`src/hw/game_pkg.sv`:
```
`default_nettype none

package game_pkg;

  // map geometry.
  localparam int MAP_WIDTH  = 16;
  localparam int MAP_HEIGHT = 16;

  localparam int COORD_W    = 4;
  // address is y * MAP_WIDTH + x.
  localparam int MAP_ADDR_W = 8;

  // key counter, saturating.
  localparam int KEY_W = 4;
  localparam logic [KEY_W-1:0] KEY_MAX = 4'd15;

  // direction codes, up decreases y.
  localparam int DIR_W = 2;
  localparam logic [DIR_W-1:0] DIR_UP    = 2'd0;
  localparam logic [DIR_W-1:0] DIR_DOWN  = 2'd1;
  localparam logic [DIR_W-1:0] DIR_LEFT  = 2'd2;
  localparam logic [DIR_W-1:0] DIR_RIGHT = 2'd3;

  // position after reset.
  localparam logic [COORD_W-1:0] START_X = 4'd0;
  localparam logic [COORD_W-1:0] START_Y = 4'd0;

endpackage

`default_nettype wire
```
`src/hw/player_ctrl.sv`:
```
`default_nettype none

module player_ctrl
  import game_pkg::*;
(
  input  wire                clk,
  input  wire                rstn,

  input  wire                move_req,
  input  wire [DIR_W-1:0]    move_dir,

  input  wire                accept_move,
  input  wire [COORD_W-1:0]  goto_x,
  input  wire [COORD_W-1:0]  goto_y,
  input  wire [KEY_W-1:0]    key_num_out,

  output logic [COORD_W-1:0] player_x,
  output logic [COORD_W-1:0] player_y,
  output logic [KEY_W-1:0]   key_num,

  output logic               player_ask_move,
  output logic [COORD_W-1:0] player_ask_x,
  output logic [COORD_W-1:0] player_ask_y,

  output logic               busy
);

  logic [COORD_W-1:0] next_x;
  logic [COORD_W-1:0] next_y;
  logic               step_ok;
  logic               launch;

  // neighbour tile and edge check.
  always_comb begin
    next_x  = player_x;
    next_y  = player_y;
    step_ok = 1'b0;
    case (move_dir)
      DIR_UP: begin
        next_y  = player_y - 1'b1;
        step_ok = (player_y != '0);
      end
      DIR_DOWN: begin
        next_y  = player_y + 1'b1;
        step_ok = (player_y != COORD_W'(MAP_HEIGHT - 1));
      end
      DIR_LEFT: begin
        next_x  = player_x - 1'b1;
        step_ok = (player_x != '0);
      end
      DIR_RIGHT: begin
        next_x  = player_x + 1'b1;
        step_ok = (player_x != COORD_W'(MAP_WIDTH - 1));
      end
      default: step_ok = 1'b0;
    endcase
  end

  // requests while busy are dropped.
  assign launch = !busy && move_req && step_ok;

  always_ff @(posedge clk or negedge rstn) begin
    if (!rstn) begin
      busy            <= 1'b0;
      player_ask_move <= 1'b0;
      player_x        <= START_X;
      player_y        <= START_Y;
      key_num         <= '0;
    end else begin
      player_ask_move <= launch;
      if (launch) begin
        busy <= 1'b1;
      end else if (busy && accept_move) begin
        busy     <= 1'b0;
        player_x <= goto_x;
        player_y <= goto_y;
        key_num  <= key_num_out;
      end
    end
  end

  always_ff @(posedge clk) begin
    if (launch) begin
      player_ask_x <= next_x;
      player_ask_y <= next_y;
    end
  end

endmodule

`default_nettype wire

```
`config.mk`:
```
export PLATFORM = sky130hd
export DESIGN_NAME = player_ctrl
export DESIGN_NICKNAME = d
export VERILOG_FILES = /design/src/hw/game_pkg.sv /design/src/hw/player_ctrl.sv
export SDC_FILE = /design/constraint.sdc
export NUM_CORES = 1
export LEC_CHECK = 0
export BUFFER_PORTS_ARGS = -buffer_cell sky130_fd_sc_hd__buf_2
export CAP_MARGIN = 20
export CORE_ASPECT_RATIO = 1.4
export CORE_UTILIZATION = 52
export DETAILED_ROUTE_END_ITERATION = 10
export PLACE_DENSITY = 0.83
export SLEW_MARGIN = 10
export SYNTH_ARGS = -nofsm -noshare
export SYNTH_HDL_FRONTEND = slang
export SYNTH_SLANG_ARGS = --single-unit
export TNS_END_PERCENT = 100
```
`constraint.sdc`:
```
create_clock -name clk -period 3.2 [get_ports clk]
set_input_delay 0.32 -clock clk [delete_from_list [all_inputs] [get_ports clk]]
set_output_delay 0.32 -clock clk [all_outputs]
set_load 0.1 [all_outputs]
```
# Yosys cells after proc, flatten, opt, wreduce, memory -nomap -nowiden
# Cells that the tools add are included.
word_totals:
  reg_bits: 22
  ramBits: 0
  rom_bits: 0
  inputBits: 18
  latch_bits: 0
  memories: 0
op_classes:
  shift: 0
  n_mul: 0
  n_lt_le_gt_ge: 0
  n_div: 0
  bitwise: 1
  n_addsub: 4
  n_eq_ne: 5
  muxes: 5
  reduce_logical: 9
op_table:
  columns: ["operator", "count"]
  rows:
  - ["$pmux W4 S2", 2]
  - ["$add A4 B1 Y4 const B", 2]
  - ["$ne A4 B4 Y1 const B", 2]
  - ["$reduce_bool A4 Y1", 2]
  - ["$sub A4 B1 Y4 const B", 2]
  - ["$eq A2 B2 Y1 const B", 2]
  - ["$pmux W1 S4", 1]
  - ["$logic_and A1 B1 Y1", 3]
  - ["$eq A2 B1 Y1 const B", 1]
  - ["$logic_not A2 Y1", 1]
  - ["$mux W1", 2]
  - ["$reduce_and A2 Y1", 1]
  - ["$reduce_bool A2 Y1", 1]
  - ["$logic_not A1 Y1", 1]
  - ["$not A1 Y1", 1]

# Logic depth before layout (Yosys ltp)
depth:
  word_depth: 5
  mapped_depth: 7
  mapped_depth_nobuf: 7

# Worst setup path before layout
# OpenSTA, ideal clock, no wires.
synth_timing:
  path_kind: "register to register"
  from: "register player_x[1]"
  to: "register player_ask_x[3] (data pin)"
  period_less_slack_ns: 2.514
  t_required_ns: 2.939
  path_buffers: 0
  slack_ns: 0.686
  stages_incl_launch_ff: 6
  t_arrival_ns: 2.253
  cell_sequence: "dfrtp_1 -> ha_1 -> a21o_1 -> a2111oi_4 -> a41oi_1 -> a311o_1"
synth_via:
  elab_chain_len: 2
  elab_cells_between_ends: 3
  classes_between: "add/sub: 2; mux: 1"
synth_rtl:
  columns: ["element", "line", "text"]
  rows:
  - ["from (decl)", "player_ctrl.sv:17", "output logic [COORD_W-1:0] player_x,"]
  - ["from (signal assigned)", "player_ctrl.sv:75", "player_x <= goto_x;"]
  - ["$add A4 B1 Y4 or $sub A4 B1 Y4 (tied branches)", "player_ctrl.sv:52, player_ctrl.sv:48", null]
  - ["$pmux W4 S2 *", "player_ctrl.sv:38", "case (move_dir)"]
  - ["named net next_x[3]", "player_ctrl.sv:28", "logic [COORD_W-1:0] next_x;"]
  - ["to (signal assigned)", "player_ctrl.sv:84", "player_ask_x <= next_x;"]
  - ["to (decl)", "player_ctrl.sv:22", "output logic [COORD_W-1:0] player_ask_x,"]
# Mark *: on every way through the listed nets, which the timed path passes. The rest lies on a longest branch.
# A chain may end at the register's enable or synchronous reset.

# Worst setup path after layout
# Ends and elaborated chain as after synthesis.

==> run summary <==
GRT
--------------------------------------------------------------------------------------
Maximum number of pins on one net before global-route repair                        15
Global-route total usage across every layer                                      20.5%
Vias in the first global route                                                     833
Global route total overflow                                                          0
First-pass GRT wire length                                                     3770 um
Number of antenna violations at the first check in global routing                    0

SYNTHESIS
--------------------------------------------------------------------------------------
Sequential cell area fraction in the yosys report                                52.2%
Synthesized area per cell                                                     13.3 um2
Multiplexer share of the synthesized area                                        16.7%
Number of register bits inferred by synthesis                                       22
Net Count, Synth                                                                   109
Combinational family with the most area after synthesis                   multiplexers
Combined area of all synthesized cells                                     0.00113 mm2
Number of unique standard cell types used by synthesis                              28
XOR/XNOR Fraction of Synth Area                                                  3.09%
Post-synthesis compound-gate area fraction                                       10.3%
Instance count of the mapped netlist                                                85
Cell accounting for the most synthesized area                             sky130_fd_sc_hd__dfrtp_1
Top cells by area in the synthesized netlist                              sky130_fd_sc_hd__dfrtp_1 31%, sky130_fd_sc_hd__edfxtp_1 21%, sky130_fd_sc_hd__mux2_2 15%, sky130_fd_sc_hd__ha_1 4.4%, sky130_fd_sc_hd__fa_1 3.5%
Area share of the largest cell type after synthesis                              30.9%
Area share of fa/ha/maj cells after synthesis                                    7.96%
Syn. warnings                                                                        0
Fraction of the mapped netlist area in simple logic gates                        7.96%

DIE
--------------------------------------------------------------------------------------
Core Region                                                                0.00200 mm2
Die Outline Area                                                           0.00237 mm2
Die Y                                                                          57.2 um
Effective utilization at floorplan                                               56.7%
Number of top-level pins                                                            40
Number of standard-cell rows in the floorplan                                       19
Overall die width                                                              41.4 um

CTS
--------------------------------------------------------------------------------------
Clock Tree Root                                                           sky130_fd_sc_hd__clkbuf_4
Inserted Clock Buffers                                                               3
TritonCTS clock tree                                                               yes
Post-CTS setup repair buffer count                                                   0
Max clock buf depth                                                                  2
Gates resized, CTS repair                                                            0
H-tree lvl count                                                                     1
Sinks on Clock Net                                                                  22
Number of hold buffers added after CTS                                               1
Worst skew pair latency                                                         310 ps
Clock slew at the register clock pins of the worst setup and hold paths         120 ps

ROUTING
--------------------------------------------------------------------------------------
Total routed wirelength                                                        2220 um
DRC violation count after routing                                                    0
Average wire length per cell after detail routing                              15.2 um
First DRT Iteration DRCs                                                            10
DR pass1 iterations                                                                  4
Via density per instance                                                          5.93
Post-route ant nets                                                                  0
Via Count                                                                          866

SETUP PATH
--------------------------------------------------------------------------------------
Crit path arrival time                                                         2120 ps
Kind of end point of the critical path                                        register
Type of element launching the critical path                                   register
Required time of the critical path                                             3270 ps
Critical path start-end classification                                         reg2reg
Top fanout value on the critical path                                                7

STATUS
--------------------------------------------------------------------------------------
Status                                                                    complete, no violations

TIMING
--------------------------------------------------------------------------------------
Max transition margin                                                            51.2%
Highest achievable clock rate                                                  487 MHz
Clock Skew                                                                     7.36 ps
Count of endpoints failing hold in the final timing report                           0
Minimum clock period                                                           2050 ps
Unrepaired setup endpoints after global routing                                     no
Final-report setup violation count                                                   0
Crit share post-route                                                            64.2%
Number of max-slew violations in the final report                                    0
Worst Tran Pin Value                                                            730 ps
Setup TNS                                                                         0 ps

FINAL LAYOUT
--------------------------------------------------------------------------------------
Number of antenna repair diodes                                                      0
Proportion of layout cells with a drive suffix above 1                           46.4%
Final nets                                                                         151
Relative area change from synthesis to final layout                              21.2%

PLACED DESIGN
--------------------------------------------------------------------------------------
Post-DP HPWL                                                                   1680 um
Number of I/O port buffers                                                          39
Routability cong.                                                                0.757

HOLD PATH
--------------------------------------------------------------------------------------
Worst hold-check path type                                                      in2reg

JOB
--------------------------------------------------------------------------------------
Number of maximum-capacitance constraint violations                                  0

## placed cells by master (no fill, tap or decap), types with 3 or more instances in the layout
cell type                  netlist  routed
sky130_fd_sc_hd__a21oi_1         3       3
sky130_fd_sc_hd__buf_2           2      39
sky130_fd_sc_hd__clkbuf_4        0       3
sky130_fd_sc_hd__dfrtp_1        14      14
sky130_fd_sc_hd__edfxtp_1        8       8
sky130_fd_sc_hd__ha_1            4       4
sky130_fd_sc_hd__mux2_2         15      15
sky130_fd_sc_hd__nand2_1         7       7
sky130_fd_sc_hd__xnor2_1         3       3
## synthesized netlist by cell type
cell type and instances:
sky130_fd_sc_hd__nor3_1 2, sky130_fd_sc_hd__a41oi_1 1, sky130_fd_sc_hd__nand3_1 2, sky130_fd_sc_hd__o21ai_0 1, sky130_fd_sc_hd__a21o_1 2, sky130_fd_sc_hd__o2111ai_1 1
sky130_fd_sc_hd__xnor2_1 3, sky130_fd_sc_hd__ha_1 4, sky130_fd_sc_hd__a311o_1 1, sky130_fd_sc_hd__mux2_2 15, sky130_fd_sc_hd__nor2_1 2, sky130_fd_sc_hd__dfrtp_1 14
sky130_fd_sc_hd__nand2_1 7, sky130_fd_sc_hd__edfxtp_1 8, sky130_fd_sc_hd__fa_1 2, sky130_fd_sc_hd__o311ai_1 1, sky130_fd_sc_hd__nor4b_1 1, sky130_fd_sc_hd__or4_1 2
sky130_fd_sc_hd__nand4_1 2, sky130_fd_sc_hd__a2111oi_4 1, sky130_fd_sc_hd__mux2i_1 2, sky130_fd_sc_hd__buf_1 1, sky130_fd_sc_hd__a2111o_1 1, sky130_fd_sc_hd__xor2_1 1
sky130_fd_sc_hd__o22ai_1 1, sky130_fd_sc_hd__inv_1 2, sky130_fd_sc_hd__buf_2 2, sky130_fd_sc_hd__a21oi_1 3
## registers in the layout, summed over array words and instances, names as in the netlist
signal	count
key_num	4
player_ask_y	4
player_y	4
player_ask_x	4
player_ask_move	1
player_x	4
busy	1
## kinds of logic after synthesis
family / Yosys count
simple gates: 18
compound gates: 13
mux: 17
fa+ha+maj: 6
buf+inv: 5
xor+xnor: 4
flops: 22
## routing by layer
metal	part of all wire [%]	wire length (um)	track usage, %	up-vias
met5	0	0	0	-
met3	4.3	96	2.85	7
met1	40	891	25.9	421
met4	2.2	48	6.91	0
met2	53	1190	35.9	36
li1	-	-	-	402
## final cells by class
class / count / area [um2]
multi-input cells: 58 / 520
clock buffers: 3 / 22.5
flip-flops and latches: 22 / 591
well taps: 21 / 26.3
fillers: 153 / 624
repair buffers: 40 / 205
inverters: 2 / 7.51
## worst paths after layout
kind                              from              end  slack, ps  cells after the start
max                        player_x[1]  player_ask_x[3]       1150                      5
max reg2reg                player_x[1]  player_ask_x[3]       1150                      5
min reg2reg                 key_num[2]       key_num[2]        510                      1
min                        accept_move             busy        190                      2
min in group asynchronous         rstn      player_x[0]        420                      2
max in group asynchronous         rstn      player_y[1]       2540                      2
## per-stage QoR
stage          cells  util, %  area (um2)  setup slack, ps  hold slack [ps]
5_1_grt          146     68.7        1370             1080              191
2_1_floorplan     85        -        1130              686             24.4
3_5_place_dp     142     67.1        1340              879              231
4_1_cts          146     68.7        1370             1160              191
3_3_place_gp     142     67.1        1340              957              219
6_report         146     68.7        1370             1150              193
## worst max-delay path: stages (launching register included)
cell and delay, ps:
sky130_fd_sc_hd__dfrtp_1 490, sky130_fd_sc_hd__ha_1 340, sky130_fd_sc_hd__a21o_1 210, sky130_fd_sc_hd__a2111oi_4 350, sky130_fd_sc_hd__a41oi_1 80, sky130_fd_sc_hd__a311o_1 340
Power is left out: the tool's default activity adds up to more than one toggle a clock period on the data nets, which glitch-free logic cannot reach.
