**config.mk**
```make
export PLATFORM = sky130hd
export DESIGN_NAME = move_interact
export DESIGN_NICKNAME = d
export VERILOG_FILES = /design/src/hw/game_pkg.sv /design/src/hw/tile_pkg.sv /design/src/hw/move_interact.sv /design/src/hw/tile_rules.sv
export SDC_FILE = /design/constraint.sdc
export NUM_CORES = 1
export LEC_CHECK = 0
export ABC_AREA = 0
export BUFFER_PORTS_ARGS = -buffer_cell sky130_fd_sc_hd__buf_2
export CAP_MARGIN = 20
export CORE_ASPECT_RATIO = 0.75
export CORE_MARGIN = 2
export CORE_UTILIZATION = 30
export DETAILED_ROUTE_END_ITERATION = 12
export PLACE_DENSITY = 0.55
export SLEW_MARGIN = 15
export SYNTH_ARGS = -nofsm -noshare
export SYNTH_HDL_FRONTEND = slang
export SYNTH_SLANG_ARGS = --single-unit
```
**constraint.sdc**
```tcl
create_clock -name clk -period 2.33 [get_ports clk]
set_input_delay 0.233 -clock clk [delete_from_list [all_inputs] [get_ports clk]]
set_output_delay 0.233 -clock clk [all_outputs]
set_load 0.01 [all_outputs]
```
**src/hw/game_pkg.sv**
```systemverilog
`default_nettype none

package game_pkg;

  // map geometry.
  localparam int MAP_WIDTH  = 16;
  localparam int MAP_HEIGHT = 16;

  localparam int COORD_W    = 4;
  // address is y * MAP_WIDTH + x.
  localparam int MAP_ADDR_W = 8;

  // key counter, saturating.
  localparam int KEY_W = 4;
  localparam logic [KEY_W-1:0] KEY_MAX = 4'd15;

  // direction codes, up decreases y.
  localparam int DIR_W = 2;
  localparam logic [DIR_W-1:0] DIR_UP    = 2'd0;
  localparam logic [DIR_W-1:0] DIR_DOWN  = 2'd1;
  localparam logic [DIR_W-1:0] DIR_LEFT  = 2'd2;
  localparam logic [DIR_W-1:0] DIR_RIGHT = 2'd3;

  // position after reset.
  localparam logic [COORD_W-1:0] START_X = 4'd0;
  localparam logic [COORD_W-1:0] START_Y = 4'd0;

endpackage

`default_nettype wire
```
**src/hw/tile_pkg.sv**
```systemverilog
`default_nettype none

package tile_pkg;
  import game_pkg::*;

  localparam int TILE_W      = 16;
  localparam int TILE_KIND_W = 4;
  localparam int TILE_ARG_W  = TILE_W - TILE_KIND_W;

  // kind codes, other values act as wall.
  localparam logic [TILE_KIND_W-1:0] TILE_FLOOR    = 4'd0;
  localparam logic [TILE_KIND_W-1:0] TILE_WALL     = 4'd1;
  localparam logic [TILE_KIND_W-1:0] TILE_KEY      = 4'd2;
  localparam logic [TILE_KIND_W-1:0] TILE_DOOR     = 4'd3;
  localparam logic [TILE_KIND_W-1:0] TILE_TELEPORT = 4'd4;

  typedef struct packed {
    logic [KEY_W-1:0]            keys_needed;
    logic [TILE_ARG_W-KEY_W-1:0] unused;
  } door_view_t;

  typedef struct packed {
    logic [COORD_W-1:0]              dest_x;
    logic [COORD_W-1:0]              dest_y;
    logic [TILE_ARG_W-2*COORD_W-1:0] unused;
  } port_view_t;

  // low field, read as door need or teleport target.
  typedef union packed {
    door_view_t door_view;
    port_view_t port_view;
  } tile_arg_u;

  typedef struct packed {
    logic [TILE_KIND_W-1:0] kind;
    tile_arg_u              arg;
  } tile_word_t;

  localparam tile_word_t TILE_FLOOR_WORD = '0;

endpackage

`default_nettype wire

```
**src/hw/move_interact.sv**
```systemverilog
`default_nettype none

module move_interact
  import game_pkg::*;
  import tile_pkg::*;
(
  input  wire                   clk,
  input  wire                   rstn,

  input  wire [COORD_W-1:0]     player_x,
  input  wire [COORD_W-1:0]     player_y,
  input  wire [KEY_W-1:0]       key_num,

  input  wire                   player_ask_move,
  input  wire [COORD_W-1:0]     player_ask_x,
  input  wire [COORD_W-1:0]     player_ask_y,

  output logic [MAP_ADDR_W-1:0] map_addr,
  input  wire tile_word_t       map_rdata,
  output logic                  map_we,
  output tile_word_t            map_wdata,

  output logic                  accept_move,
  output logic [COORD_W-1:0]    goto_x,
  output logic [COORD_W-1:0]    goto_y,
  output logic [KEY_W-1:0]      key_num_out
);

  localparam logic [1:0] ST_IDLE     = 2'd0;
  localparam logic [1:0] ST_LOADING  = 2'd1;
  localparam logic [1:0] ST_INTERACT = 2'd2;

  logic [1:0]         state;
  tile_word_t         tile_q;
  logic [COORD_W-1:0] ask_x;
  logic [COORD_W-1:0] ask_y;
  logic [COORD_W-1:0] rule_x;
  logic [COORD_W-1:0] rule_y;
  logic [KEY_W-1:0]   rule_keys;
  logic               rule_consume;

  always_ff @(posedge clk or negedge rstn) begin
    if (!rstn) begin
      state <= ST_IDLE;
    end else begin
      case (state)
        ST_IDLE:     if (player_ask_move) state <= ST_LOADING;
        ST_LOADING:  state <= ST_INTERACT;
        ST_INTERACT: state <= ST_IDLE;
        default:     state <= ST_IDLE;
      endcase
    end
  end

  // y in the high nibble, x in the low one.
  always_ff @(posedge clk or negedge rstn) begin
    if (!rstn) begin
      map_addr <= '0;
    end else if (state == ST_IDLE && player_ask_move) begin
      map_addr <= {player_ask_y, player_ask_x};
    end
  end

  always_ff @(posedge clk) begin
    if (state == ST_LOADING) begin
      tile_q <= map_rdata;
    end
  end

  // asked tile, recovered from the held address.
  assign ask_x = map_addr[COORD_W-1:0];
  assign ask_y = map_addr[MAP_ADDR_W-1:COORD_W];

  tile_rules u_tile_rules (
    .tile        (tile_q),
    .ask_x       (ask_x),
    .ask_y       (ask_y),
    .player_x    (player_x),
    .player_y    (player_y),
    .key_num     (key_num),
    .goto_x      (rule_x),
    .goto_y      (rule_y),
    .key_num_out (rule_keys),
    .consume     (rule_consume)
  );

  always_ff @(posedge clk or negedge rstn) begin
    if (!rstn) begin
      accept_move <= 1'b0;
      map_we      <= 1'b0;
    end else begin
      accept_move <= (state == ST_INTERACT);
      map_we      <= (state == ST_INTERACT) && rule_consume;
    end
  end

  always_ff @(posedge clk) begin
    if (state == ST_INTERACT) begin
      goto_x      <= rule_x;
      goto_y      <= rule_y;
      key_num_out <= rule_keys;
    end
  end

  // consumed tiles turn into floor.
  assign map_wdata = TILE_FLOOR_WORD;

endmodule

`default_nettype wire

```
**src/hw/tile_rules.sv**
```systemverilog
`default_nettype none

module tile_rules
  import game_pkg::*;
  import tile_pkg::*;
(
  input  wire tile_word_t     tile,
  input  wire [COORD_W-1:0]   ask_x,
  input  wire [COORD_W-1:0]   ask_y,
  input  wire [COORD_W-1:0]   player_x,
  input  wire [COORD_W-1:0]   player_y,
  input  wire [KEY_W-1:0]     key_num,
  output logic [COORD_W-1:0]  goto_x,
  output logic [COORD_W-1:0]  goto_y,
  output logic [KEY_W-1:0]    key_num_out,
  output logic                consume
);

  logic [KEY_W-1:0] key_inc;
  logic [KEY_W-1:0] key_need;
  logic             door_open;

  assign key_inc   = (key_num == KEY_MAX) ? key_num : key_num + 1'b1;
  assign key_need  = tile.arg.door_view.keys_needed;
  assign door_open = (key_num >= key_need);

  always_comb begin
    // default is to stay put.
    goto_x      = player_x;
    goto_y      = player_y;
    key_num_out = key_num;
    consume     = 1'b0;
    case (tile.kind)
      TILE_FLOOR: begin
        goto_x = ask_x;
        goto_y = ask_y;
      end
      TILE_KEY: begin
        goto_x      = ask_x;
        goto_y      = ask_y;
        key_num_out = key_inc;
        consume     = 1'b1;
      end
      TILE_DOOR: begin
        if (door_open) begin
          goto_x      = ask_x;
          goto_y      = ask_y;
          key_num_out = key_num - key_need;
          consume     = 1'b1;
        end
      end
      TILE_TELEPORT: begin
        goto_x = tile.arg.port_view.dest_x;
        goto_y = tile.arg.port_view.dest_y;
      end
      // wall and unknown kinds.
      default: begin
        goto_x = player_x;
        goto_y = player_y;
      end
    endcase
  end

endmodule

`default_nettype wire

```
Word level (Yosys, flattened, before mapping). Index checks and enable logic that the tools add are counted. W data, S select, Z words.

$mul: 0. Reductions and logical operators: 5. Div/mod/pow operators: 0. Eq/ne operators: 7. Multiplexer cells: 11. Shift-type cells: 0. Magnitude comparators: 1. Bitwise logic cells: 0. Add/subtract/negate cells: 2.

Operator list (number): $pmux W4 S3 (2); $mux W4 (4); $eq A4 B2 Y1 const B (2); $pmux W4 S2 (1); $add A4 B1 Y4 const B (1); $eq A4 B3 Y1 const B (1); $eq A4 B4 Y1 const B (1); $ge A4 B4 Y1 (1); $logic_not A4 Y1 (1); $pmux W2 S2 (1); $sub A4 B4 Y4 (1); $eq A2 B1 Y1 const B (1); $eq A2 B2 Y1 const B (1); $logic_and A1 B1 Y1 (2); $logic_not A2 Y1 (1); $mux W2 (1); $ne A2 B2 Y1 const B (1); $pmux W1 S2 (1); $reduce_or A2 Y1 (1); $mux W1 (1).

Bits in latches: 0. Flip-flop bits (word level): 40. Logic and storage cells: 35. Input port bits: 39. Output and inout bits: 38. Memories kept: 0. Bits in writable memories: 0. Bits in read-only memories: 0.

Logic depth before layout (Yosys ltp).
Word-level depth: 4. Depth in mapped cells: 9. Depth with buffers taken out: 8.

Hierarchy. From an unflattened synthesis, not the netlist that was laid out.

Cells, all modules: 158. Area, all modules: 2009.4 µm².

By module, submodules not included: move_interact (seq. area each 1141.1 µm², cells each 72, area each 1413.9 µm², instances 1); tile_rules (seq. area each 0.0 µm², cells each 86, area each 595.6 µm², instances 1).

Worst setup path after synthesis. OpenSTA, ideal clock, no wires.

Path type: flip-flop to flip-flop. Start point: register tile_q[8] in the netlist's numbering. End point: register goto_x[0], data pin. Path slack: 149 ps. Required time: 2069 ps. Arrival time: 1920 ps. Cell stages (with the launch flop): 8. Buffers on the path: 0. Period minus slack after synthesis: 2181 ps. Library setup time: 261 ps. Cell sequence: edfxtp_1 > ha_1 > inv_1 > fa_1 > a21o_1 > a311oi_2 > a2111oi_4 > a221o_1.

Longest elaborated chain between the ends: 3.

RTL lines: start, declared (line move_interact.sv:34) `tile_word_t tile_q;`; start signal, assigned (line move_interact.sv:66) `tile_q <= map_rdata;`; $ge A4 B4 Y1 (line tile_rules.sv:25) `assign door_open = (key_num >= key_need);`; $mux W4 (line tile_rules.sv:45) `if (door_open) begin`; $pmux W4 S3 (*) (line tile_rules.sv:33) `case (tile.kind)`; via rule_x[0] (line move_interact.sv:37) `logic [COORD_W-1:0] rule_x;`; end signal, assigned (line move_interact.sv:99) `goto_x <= rule_x;`; end, declared (line move_interact.sv:24) `output logic [COORD_W-1:0] goto_x,`.

Mark *: on every way through the listed nets, which the timed path passes. The rest lies on a longest branch. A chain may end at the register's enable or synchronous reset.

Worst setup path after layout.
Start point: register tile_q[8] in the netlist's numbering. End point: register goto_x[3], data pin.

Longest elaborated chain between the ends: 3.

RTL lines (line): $ge A4 B4 Y1 (tile_rules.sv:25); $mux W4 (tile_rules.sv:45); $pmux W4 S3 (tile_rules.sv:33); via rule_x[3] (move_interact.sv:37).

The timed path passes the listed nets, and every way through them passes these cells.

==> flow_metrics.tcl <==
set metrics [dict create \
    drv_cap 0 \
    synth-compound-area-share_pct 17.7 \
    synthXorXnorAreaFrac_pct 0.899 \
    path_max_fanout 8 \
    drt_iter0_drc 69 \
    fmax_mhz 450 \
    core_mm2 0.00629 \
    clk_path_buf_depth 2 \
    place_congestion 0.736 \
    ys_seq_area_share_pct 52.4 \
    power_leakage_nw 1.04 \
    grt_overflow 0 \
    synth_area_per_cell_um2 12.3 \
    ys.flop_type "edfxtp_1" \
    startpoint_type "flop" \
    syn_area_mm2 0.00195 \
    grt_max_degree 15 \
    final_util_pct 38.8 \
    die_y_um 73.8 \
    viasPerCell 4.66 \
    num_io_pins 77 \
    setup_violations 0 \
    worstMarginPinSlew_ns 0.571 \
    slowest_stage "edfxtp_1" \
    drv_slew 0 \
    crit_arrival_ns 2.26 \
    synthSimpleGateAreaFrac_pct 9.96 \
    muxShareOfSynthArea_pct 5.65 \
    synth.distinct_cells 39 \
    initial_utilization_pct 31.0 \
    holdCritPathClass "input pin to flop" \
    synth_top_area_share_pct 37.0 \
    io_buffers 56 \
    syn_to_final_growth_pct 25.2 \
    synth_edf_count 24 \
    rsz0062_at_grt "no" \
    ys_top_cells_by_area "edfxtp_1, dfrtp_1, buf_4" \
    relSlewSlack_pct 62.0 \
    synth_warnings 0 \
    insertion_delay_ns 0.29 \
    postSynth.asyncResetShare_pct 33.3 \
    vias 1444 \
    numCtsBuffers 5 \
    ir_drop_mv 0.304 \
    synthAdderAreaFrac_pct 4.24 \
    synth_cells 159 \
    outcome "complete, no violations" \
    cts.sinks 36 \
    setup_slack_ns 0.109 \
    cts_tree "done" \
    p_per_area_mw_per_mm2 683 \
    ys_ff_latch 36 \
    cts-root-buf "clkbuf_8" \
    grt_pass1_wl_mm 6.60 \
    path_cells "ha_2 -> inv_1 -> fa_2 -> a21o_1 -> a311oi_2 -> a2111oi_4 -> a221o_1" \
    fillers 637 \
    antenna_found_initial 0 \
    min_period_ns 2.22 \
    final_layout_size_suffix_gt1_share_pct 40.6 \
    n_antenna_cell 0 \
    wl_per_cell_um 13.9 \
    cts_max_level 2 \
    path_class "flop to flop" \
    clkTransAtPathRegs_ns 0.07 \
    grt_pass1_vias 1298 \
    clock-skew-final_ns 0.00673 \
    fin_crit_sh_pct 95.3 \
    postRouteAntennaNets 0 \
    yosys.area.top_type "edfxtp_1" \
    critical-path-max-stage-delay_ns 0.39 \
    critPathRequiredTime_ns 2.37 \
    hold_viol_final 0 \
    first_pass_iters 4 \
    chipWidth_um 97.1 \
    dieArea_mm2 0.00716 \
    preCtsSetupSlack_ns -0.00238 \
    nNetsFinal 273 \
    grt_use_total_pct 12.2 \
    rows 25 \
    cp-end-kind "flop" \
    dp_hpwl_mm 3.37 \
    drc 0 \
    totalWireLength_mm 4.31 \
    synth_top_family_by_area "compound AO/OA/AOI/OAI gates" \
]
-- kinds of logic after synthesis --
| family | after synthesis |
|---|---|
| buf+inv | 28 |
| compound gates | 43 |
| fa+ha+maj | 6 |
| other cells | 1 |
| xor+xnor | 2 |
| mux | 10 |
| simple gates | 33 |
| flops | 36 |
-- what timing repair did --
action                                 in CTS  in global routing
setup endpoints to repair                   8                 11
endpoints found under the hold margin      12                  0
setup buffers                               0                  1
pin swaps                                   1                  1
gates resized for setup                     0                  7
hold buffers                                1                  0
cloned                                      0                  0
-- layout by cell type (no fill, tap or decap), types with 4 or more instances in the layout --
cell type	Yosys	routed
o21ai_0	11	11
a221o_1	8	8
dfrtp_1	12	12
nand2_1	12	12
ha_1	5	4
inv_1	7	7
a22oi_1	8	8
clkbuf_8	0	5
conb_1	1	16
buf_4	16	10
buf_2	2	56
mux2_2	8	8
edfxtp_1	24	24
-- path summary, 6_finish.rpt --
check                                  start          end  slack, ns  depth (start not counted)
worst max-delay path               tile_q[8]    goto_x[3]       0.11                          7
worst min-delay path            map_rdata[9]    tile_q[9]       0.12                          1
worst max register to register     tile_q[8]    goto_x[3]       0.11                          7
worst min register to register      state[1]     state[1]       0.47                          1
max in group asynchronous               rstn  map_addr[7]       1.75                          2
min in group asynchronous               rstn  map_addr[4]       0.35                          2
-- routing by layer --
metal	up-vias	track usage, %	part of all wire [%]	wire [µm]
met5	-	0	0	0
met4	0	3.76	1.1	47
met3	7	3.90	6.0	259
met2	46	17.4	44	1880
met1	682	17.5	49	2120
li1	709	-	-	-
-- per-stage QoR --
| stage | TNS [ns] | power, W | cells | cell area [µm²] | hold WS [ns] |
|---|---|---|---|---|---|
| after CTS | 0 | 0.00167 | 309 | 2400 | 0.107 |
| after global routing | 0 | 0.00177 | 310 | 2440 | 0.100 |
| after floorplan | 0 | 0.00110 | 174 | 2000 | -0.0626 |
| after global placement | 0 | 0.00125 | 300 | 2310 | 0.127 |
| final | 0 | 0.00167 | 310 | 2440 | 0.116 |
| after detailed placement | -0.00238 | 0.00125 | 300 | 2310 | 0.131 |
-- report_power, final --
group / total (W) / leakage [nW] / internal (W) / switching (W)
clock: 0.000419 / 0.0422 / 0.000210 / 0.000209
combinational: 0.000405 / 0.630 / 0.000197 / 0.000208
sequential: 0.000842 / 0.369 / 0.000782 / 0.0000607
-- sequential cells by signal, indices dropped and copies added (netlist names) --
| signal | cells |
|---|---|
| map_addr | 8 |
| goto_x | 4 |
| key_num_out | 4 |
| state | 2 |
| map_we | 1 |
| accept_move | 1 |
| tile_q | 12 |
| goto_y | 4 |
-- worst max-delay path, delay by kind of cell, from the launching register on --
| kind | cells | cell delay [ns] |
|---|---|---|
| compound gates | 4 | 1.00 |
| fa+ha+maj | 2 | 0.52 |
| buf+inv | 1 | 0.05 |
| flops | 1 | 0.39 |
-- layout make-up --
class                   instances  area, µm²  share of cell area (%)
flip-flops and latches         36       1020                    41.8
multi-input cells             110        833                    34.2
repair buffers                 68        377                    15.4
well taps                      81        101                    4.15
clock buffers                   7       76.3                    3.13
inverters                       7       26.3                    1.08
clock inverters                 1       5.00                   0.205
-- synth_stat cells (all sizes together), types with 3 or more instances --
library cell and n:
edfxtp 24, nor3b 4, nor2b 3, dfrtp 12, nand3b 3, nand2 12
a31oi 3, nand3 3, o21ai 11, a22oi 8, a21o 3, buf 19
a221o 8, ha 5, inv 7, a21oi 3, mux2 8
Power figures use the tool's default switching activity.
